===== src/hw/calc_pkg.sv =====
package calc_pkg;

    // key banks
    localparam int NUM_DIGIT_KEYS = 10;
    localparam int NUM_OP_KEYS    = 5;

    // datapath sizes
    localparam int WORD_W     = 32;
    localparam int BCD_DIGITS = 10;

    typedef logic [3:0] digit_t;

    // order matches the operator key index
    typedef enum logic [2:0]
    {
        OP_ADD,
        OP_SUB,
        OP_MUL,
        OP_DIV,
        OP_EQU
    } op_t;

    // two's complement, wraps on overflow
    typedef logic signed [WORD_W-1:0] word_t;

    // most significant digit in the top nibble
    typedef logic [4*BCD_DIGITS-1:0] bcd_t;

    // segments a..g then dot in bit 0
    typedef logic [7:0] seg_t;

    typedef logic [NUM_OP_KEYS-1:0] led_t;

    // segment codes for digits 0..9
    localparam seg_t SEG_TABLE [NUM_DIGIT_KEYS] = '{
        8'hFC,
        8'h60,
        8'hDA,
        8'hF2,
        8'h66,
        8'hB6,
        8'hBE,
        8'hE0,
        8'hFE,
        8'hF6
    };

endpackage


===== src/hw/key_capture.sv =====
`timescale 1ns/1ps

module key_capture
    import calc_pkg::*;
#(
    parameter type code_t = digit_t
)
(
    input  logic  rst,
    input  logic  clk_100hz,
    input  logic  pressed,
    input  code_t code,
    output logic  strobe,
    output code_t held
);

    logic pressed_q;
    logic press_edge;

    // first high sample after a low one
    assign press_edge = pressed & ~pressed_q;

    always_ff @(posedge rst or posedge clk_100hz)
    begin
        if (clk_100hz)
        begin
            pressed_q <= 1'b0;
            strobe    <= 1'b0;
        end
        else
        begin
            pressed_q <= pressed;
            strobe    <= press_edge;
        end
    end

    always_ff @(posedge rst)
    begin
        if (press_edge)
            held <= code;
    end

endmodule


===== src/hw/bin_to_bcd.sv =====
`timescale 1ns/1ps

module bin_to_bcd
    import calc_pkg::*;
(
    input  logic  rst,
    input  logic  clk_100hz,
    input  logic  start,
    input  word_t magnitude,
    output bcd_t  bcd,
    output logic  done
);

    logic                      busy;
    logic [$clog2(WORD_W)-1:0] bit_cnt;
    logic [WORD_W-1:0]         bin_sr;
    logic [WORD_W-1:0]         bin_nxt;
    bcd_t                      bcd_sr;
    bcd_t                      bcd_adj;
    bcd_t                      bcd_nxt;

    // add 3 to every digit of 5 or more, then shift one bit in
    always_comb
    begin
        bcd_adj = bcd_sr;
        for (int i = 0; i < BCD_DIGITS; i++)
        begin
            if (bcd_adj[4*i +: 4] >= 4'd5)
                bcd_adj[4*i +: 4] = bcd_adj[4*i +: 4] + 4'd3;
        end
        {bcd_nxt, bin_nxt} = {bcd_adj, bin_sr} << 1;
    end

    always_ff @(posedge rst or posedge clk_100hz)
    begin
        if (clk_100hz)
        begin
            busy    <= 1'b0;
            bit_cnt <= '0;
            done    <= 1'b0;
            bcd     <= '0;
        end
        else
        begin
            done <= 1'b0;
            if (busy)
            begin
                bit_cnt <= bit_cnt + ($clog2(WORD_W))'(1);
                if (bit_cnt == ($clog2(WORD_W))'(WORD_W - 1))
                begin
                    busy <= 1'b0;
                    done <= 1'b1;
                    bcd  <= bcd_nxt;
                end
            end
            else if (start)
            begin
                busy    <= 1'b1;
                bit_cnt <= '0;
            end
        end
    end

    // a start while busy is dropped
    always_ff @(posedge rst)
    begin
        if (!busy && start)
        begin
            bin_sr <= magnitude;
            bcd_sr <= '0;
        end
        else if (busy)
        begin
            bin_sr <= bin_nxt;
            bcd_sr <= bcd_nxt;
        end
    end

endmodule


===== src/hw/digit_entry.sv =====
`timescale 1ns/1ps

module digit_entry
    import calc_pkg::*;
(
    input  logic                      rst,
    input  logic                      clk_100hz,
    input  logic [NUM_DIGIT_KEYS-1:0] key_digit,
    output logic                      digit_strobe,
    output digit_t                    digit_val,
    output seg_t                      seg
);

    logic   any_digit;
    digit_t digit_code;
    logic   digit_seen;

    assign any_digit = |key_digit;

    // keys 1..9 win over 0, lower number first
    always_comb
    begin
        digit_code = '0;
        for (int i = NUM_DIGIT_KEYS - 1; i > 0; i--)
        begin
            if (key_digit[i])
                digit_code = digit_t'(i);
        end
    end

    key_capture #(
        .code_t (digit_t)
    ) digit_cap_i (
        .rst       (rst),
        .clk_100hz (clk_100hz),
        .pressed   (any_digit),
        .code      (digit_code),
        .strobe    (digit_strobe),
        .held      (digit_val)
    );

    always_ff @(posedge rst or posedge clk_100hz)
    begin
        if (clk_100hz)
            digit_seen <= 1'b0;
        else if (digit_strobe)
            digit_seen <= 1'b1;
    end

    // blank until the first digit arrives
    assign seg = (digit_seen | digit_strobe) ? SEG_TABLE[digit_val] : '0;

endmodule


===== src/hw/operator_entry.sv =====
`timescale 1ns/1ps

module operator_entry
    import calc_pkg::*;
(
    input  logic                   rst,
    input  logic                   clk_100hz,
    input  logic [NUM_OP_KEYS-1:0] key_op,
    output logic                   op_strobe,
    output op_t                    op_val,
    output led_t                   led
);

    logic any_op;
    op_t  op_code;
    logic op_seen;

    assign any_op = |key_op;

    // lowest index wins
    always_comb
    begin
        op_code = OP_ADD;
        for (int i = NUM_OP_KEYS - 1; i >= 0; i--)
        begin
            if (key_op[i])
                op_code = op_t'(i);
        end
    end

    key_capture #(
        .code_t (op_t)
    ) op_cap_i (
        .rst       (rst),
        .clk_100hz (clk_100hz),
        .pressed   (any_op),
        .code      (op_code),
        .strobe    (op_strobe),
        .held      (op_val)
    );

    always_ff @(posedge rst or posedge clk_100hz)
    begin
        if (clk_100hz)
            op_seen <= 1'b0;
        else if (op_strobe)
            op_seen <= 1'b1;
    end

    assign led = (op_seen | op_strobe) ? (led_t'(1) << op_val) : '0;

endmodule


===== src/hw/calc_core.sv =====
`timescale 1ns/1ps

module calc_core
    import calc_pkg::*;
(
    input  logic   rst,
    input  logic   clk_100hz,
    input  logic   digit_strobe,
    input  digit_t digit_val,
    input  logic   op_strobe,
    input  op_t    op_val,
    output bcd_t   result_bcd,
    output logic   result_neg,
    output logic   result_valid
);

    word_t term;
    word_t acc;
    word_t alu_res;
    word_t mag_q;
    op_t   pend_op;
    logic  neg_q;
    logic  neg_run;
    logic  neg_hold;
    logic  start;
    logic  conv_busy;
    logic  conv_accept;

    // apply the pending operator to acc and term
    always_comb
    begin
        case (pend_op)
            OP_ADD:  alu_res = acc + term;
            OP_SUB:  alu_res = acc - term;
            OP_MUL:  alu_res = acc * term;
            OP_DIV:
            begin
                if (term == 0)
                    alu_res = '0;
                else
                    alu_res = acc / term;
            end
            default: alu_res = term;
        endcase
    end

    // operator strobe takes precedence over a digit
    always_ff @(posedge rst or posedge clk_100hz)
    begin
        if (clk_100hz)
        begin
            term    <= '0;
            acc     <= '0;
            pend_op <= OP_ADD;
            start   <= 1'b0;
        end
        else
        begin
            start <= 1'b0;
            if (op_strobe)
            begin
                term <= '0;
                if (op_val == OP_EQU)
                begin
                    acc     <= '0;
                    pend_op <= OP_ADD;
                    start   <= 1'b1;
                end
                else
                begin
                    acc     <= alu_res;
                    pend_op <= op_val;
                end
            end
            else if (digit_strobe)
                term <= term * 10 + word_t'(digit_val);
        end
    end

    // sign and magnitude of the final value
    always_ff @(posedge rst)
    begin
        if (op_strobe && op_val == OP_EQU)
        begin
            neg_q <= alu_res[WORD_W-1];
            mag_q <= alu_res[WORD_W-1] ? -alu_res : alu_res;
        end
    end

    // converter is free again in the cycle done is high
    assign conv_accept = start & (~conv_busy | result_valid);

    // keep the sign of the conversion in flight
    always_ff @(posedge rst or posedge clk_100hz)
    begin
        if (clk_100hz)
        begin
            conv_busy <= 1'b0;
            neg_run   <= 1'b0;
            neg_hold  <= 1'b0;
        end
        else
        begin
            if (conv_accept)
            begin
                conv_busy <= 1'b1;
                neg_run   <= neg_q;
            end
            else if (result_valid)
                conv_busy <= 1'b0;
            if (result_valid)
                neg_hold <= neg_run;
        end
    end

    // sign shows together with done
    assign result_neg = result_valid ? neg_run : neg_hold;

    bin_to_bcd conv_i (
        .rst       (rst),
        .clk_100hz (clk_100hz),
        .start     (start),
        .magnitude (mag_q),
        .bcd       (result_bcd),
        .done      (result_valid)
    );

endmodule


===== src/hw/calculator_top.sv =====
`timescale 1ns/1ps

module calculator_top
    import calc_pkg::*;
(
    input  logic                      rst,
    input  logic                      clk_100hz,
    input  logic [NUM_DIGIT_KEYS-1:0] key_digit,
    input  logic [NUM_OP_KEYS-1:0]    key_op,
    output seg_t                      seg,
    output led_t                      led,
    output bcd_t                      result_bcd,
    output logic                      result_neg,
    output logic                      result_valid
);

    logic   digit_strobe;
    digit_t digit_val;
    logic   op_strobe;
    op_t    op_val;

    digit_entry digit_entry_i (
        .rst          (rst),
        .clk_100hz    (clk_100hz),
        .key_digit    (key_digit),
        .digit_strobe (digit_strobe),
        .digit_val    (digit_val),
        .seg          (seg)
    );

    operator_entry operator_entry_i (
        .rst       (rst),
        .clk_100hz (clk_100hz),
        .key_op    (key_op),
        .op_strobe (op_strobe),
        .op_val    (op_val),
        .led       (led)
    );

    // digit and operator paths meet here
    calc_core calc_core_i (
        .rst          (rst),
        .clk_100hz    (clk_100hz),
        .digit_strobe (digit_strobe),
        .digit_val    (digit_val),
        .op_strobe    (op_strobe),
        .op_val       (op_val),
        .result_bcd   (result_bcd),
        .result_neg   (result_neg),
        .result_valid (result_valid)
    );

endmodule


===== config.mk =====
export PLATFORM = sky130hd
export DESIGN_NAME = calculator_top
export DESIGN_NICKNAME = d
export VERILOG_FILES = /design/src/hw/calc_pkg.sv /design/src/hw/key_capture.sv /design/src/hw/bin_to_bcd.sv /design/src/hw/digit_entry.sv /design/src/hw/operator_entry.sv /design/src/hw/calc_core.sv /design/src/hw/calculator_top.sv
export SDC_FILE = /design/constraint.sdc
export NUM_CORES = 2
export LEC_CHECK = 0
export BUFFER_PORTS_ARGS = -buffer_cell sky130_fd_sc_hd__buf_2
export CAP_MARGIN = 40
export CELL_PAD_IN_SITES_DETAIL_PLACEMENT = 1
export CELL_PAD_IN_SITES_GLOBAL_PLACEMENT = 1
export CORE_UTILIZATION = 45
export DETAILED_ROUTE_END_ITERATION = 10
export PLACE_DENSITY = 0.8
export SYNTH_ARGS = -nofsm -noshare
export SYNTH_HDL_FRONTEND = slang
export SYNTH_SLANG_ARGS = --single-unit

===== constraint.sdc =====
create_clock -name rst -period 83.2 [get_ports rst]
set_input_delay 16.64 -clock rst [delete_from_list [all_inputs] [get_ports rst]]
set_output_delay 16.64 -clock rst [all_outputs]
set_load 0.02 [all_outputs]

==> impl_metrics.toml <==
[run_status]
outcome = "finished, final reports clean"

[clock_tree]
cts_tree = "done"
cts-root-buf = "clkbuf_16"
ctsHoldBuffers = 0
cts.clk_slew.worst_paths_ns = 0.07
clock_sinks = 236
clock_latency_ns = 0.65
cts-buffers-inserted = 29
htreeDepth = 1
cts.path.max_buffers = 3

[timing]
fin_ws_ns = 3.28
fin_worst_skew_ns = 0.0308
min_period_ns = 79.92
whs_ns = 0.471
period_share_pct = 96.1
setup_viol = 0
maxSlewHeadroom_pct = 34.5
worstMarginPinSlew_ns = 0.972
finalHoldViolations = 0
clock.fmax_ghz = 0.0125
slew_viol_final = 0

[die]
die_x_um = 373
io_pins = 72
core_area_um2 = 136000
fp.dieH_um = 373
start_util_pct = 45.6
dieArea_um2 = 139000
fp-row-count = 135

[drt]
viasPerCell = 6.47
drtIter0Drc = 6184
detail-route-antenna-nets = 0
wirelength_mm = 293
first_pass_iters = 6
num_vias = 67100
routedWlPerCell_um = 28.3
drcViolationCount = 0

[synthesis]
synth_largest_area_cell = "ha_1"
ys.flop_type = "dfrtp_1"
synth-edff-count = 72
synthMuxAreaShare_pct = 2.98
ys_ff_latch = 236
synthArstFlopShare_pct = 52.5
synthCells = 8113
synth.area.top_cells = "ha_1 16%, fa_1 13%, nand2_1 6.1%"
synth_top_area_share_pct = 16.1
synth_compound_area_share_pct = 21.5
syn-cell-area_um2 = 62100
yosys_warnings = 0
yosys.area_share.simple_pct = 20.5
synth_top_family_by_area = "adder cells"
syn_area_per_cell_um2 = 7.65
syn_nets = 9342
synth-xor-area-share_pct = 9.01
post_synth_num_cell_types = 121
synthAdderAreaFrac_pct = 29.4
seq_area_frac_synth_pct = 9.77

[critical_path]
crit_fanout = 31
crit_slowest_cell = "o21ai_1"
start_kind = "flip-flop"
worstPathArrival_ns = 80.31
crit_top_cell = "ha_1"
path_buf_inv = 34
rr_worst_depth = 327
slowest_delay_ns = 0.66
r2r-end = "calc_core_i.mag_q[26]$_DFFE_PP_"
endpoint_kind = "flip-flop"
worstSetupPathDepth = 327
cpLargestDelayFamily = "compound AO/OA/AOI/OAI gates"
required_ns = 83.58
r2r_start = "calc_core_i.term[11]$_DFFE_PP0P_"
crit_type = "reg2reg"
r2r_slack_ns = 3.28

[grt]
grt_max_degree = 72
grt_use_total_pct = 41.1
antenna_found_initial = 8
grt_pass1_wl_mm = 439
grt_pass1_vias = 70900
grt_overflow = 0

[cells_and_area]
drive_gt1_share_pct = 14.0
final_cell_mix = "1003 x nand2_1, 800 x ha_1, 765 x inv_1, 706 x nor2_1, 656 x buf_4"
syn_to_final_growth_pct = 13.4
fill_cells = 17000
mostFrequentLayoutCell = "nand2_1"
fin_area_um2 = 70400
stdcell_count = 10400
final_net_count = 9788

[placed_design]
hpwlAfterDp_mm = 231
dp.cells = 10300
place_area_um2 = 68900
portBuffers = 70
place.gp.congestion = 1.02
preCtsSetupSlack_ns = -0.134

[hold_path]
hold_start = "operator_entry_i.op_seen$_DFFE_PP0P_"
min_to = "operator_entry_i.op_seen$_DFFE_PP0P_"
min_path_cells = 2
hold_path_class = "reg2reg"

[flow_run]
maxCapViolCount = 0
registers in the layout, indices dropped and copies added (netlist names):
| signal | count |
|---|---|
| calc_core_i.conv_i.done | 1 |
| calc_core_i.conv_i.bcd_sr | 40 |
| digit_entry_i.digit_cap_i.pressed_q | 1 |
| calc_core_i.conv_i.bcd | 40 |
| operator_entry_i.op_cap_i.held | 3 |
| operator_entry_i.op_cap_i.pressed_q | 1 |
| calc_core_i.acc | 32 |
| calc_core_i.conv_i.bit_cnt | 5 |
| calc_core_i.conv_i.busy | 1 |
| calc_core_i.term | 32 |
| operator_entry_i.op_cap_i.strobe | 1 |
| calc_core_i.conv_busy | 1 |
| digit_entry_i.digit_cap_i.strobe | 1 |
| calc_core_i.pend_op | 3 |
| digit_entry_i.digit_cap_i.held | 4 |
| operator_entry_i.op_seen | 1 |
| calc_core_i.neg_run | 1 |
| calc_core_i.neg_q | 1 |
| calc_core_i.neg_hold | 1 |
| calc_core_i.conv_i.bin_sr | 32 |
| digit_entry_i.digit_seen | 1 |
| calc_core_i.start | 1 |
| calc_core_i.mag_q | 32 |
tightest hold or removal path, delay by kind of cell (launching register included):
kind / cells / cell delay (ns)
buffers and inverters: 1 / 0.05
AND/OR/NAND/NOR: 1 / 0.07
flip-flops: 1 / 0.32
cell families after synthesis:
kind of cell | count (synthesis)
adders and majority gates | 1212
muxes | 168
DFF | 236
AOI/OAI and AO/OA | 2020
and+or+nand+nor | 2722
buffers and inverters | 1117
xor gates and xnor gates | 637
other | 1
cell usage after synthesis (116+ instances only):
master and count:
nand2_1 1005, inv_1 770, clkbuf_1 251, a21oi_1 533, nor3_1 190, ha_1 801, o21ai_0 379, fa_1 411
xor2_1 230, o21a_1 155, mux2_2 116, nor2_1 715, a21o_1 185, xnor2_1 405, nand3_1 145, dfrtp_1 124
what timing repair did:
action / CTS / global route
setup buffers: 1 / 13
endpoints found under the setup margin: 32 / 65
pin swaps: 1 / 7
gates resized for setup: 6 / 104
endpoints found under the hold margin: 0 / 0
through the flow:
stage	TNS [ns]	utilization, %
after floorplan	0	-
after global placement	0	50.4
after detailed placement	-0.544	50.6
after CTS	0	51.3
after global routing	-0.935	51.7
final	0	51.7
how the worst max path moves through the flow:
stage                                                  to                        startpoint
after floorplan           calc_core_i.mag_q[28]$_DFFE_PP_   calc_core_i.term[0]$_DFFE_PP0P_
after global placement    calc_core_i.mag_q[27]$_DFFE_PP_   calc_core_i.term[0]$_DFFE_PP0P_
after detailed placement  calc_core_i.mag_q[25]$_DFFE_PP_   calc_core_i.term[0]$_DFFE_PP0P_
after CTS                 calc_core_i.mag_q[25]$_DFFE_PP_   calc_core_i.term[0]$_DFFE_PP0P_
after global routing      calc_core_i.mag_q[25]$_DFFE_PP_  calc_core_i.term[11]$_DFFE_PP0P_
final                     calc_core_i.mag_q[26]$_DFFE_PP_  calc_core_i.term[11]$_DFFE_PP0P_
layout make-up:
class	instances	area (um^2)	share of cell area, %
Multi-Input combinational cell	6760	52400	74.5
Clock buffer	39	855	1.21
Sequential cell	236	6080	8.63
Inverter	776	2920	4.15
Antenna cell	6	15.0	0.0213
Timing Repair Buffer	756	5760	8.17
Tap cell	1781	2230	3.16
Clock inverter	15	131	0.187
layer usage:
layer  global-route usage (%)  vias to the layer above  routed length [um]
met4                     24.7                        6               21400
met1                     50.9                    33300              114000
met3                     7.85                     1106               27800
met5                        0                        -                  39
met2                     66.0                     3467              130000
li1                         -                    29200                   -
Power is not shown: default switching activity piles up to over one toggle a cycle in this logic, so the estimate is an artifact.
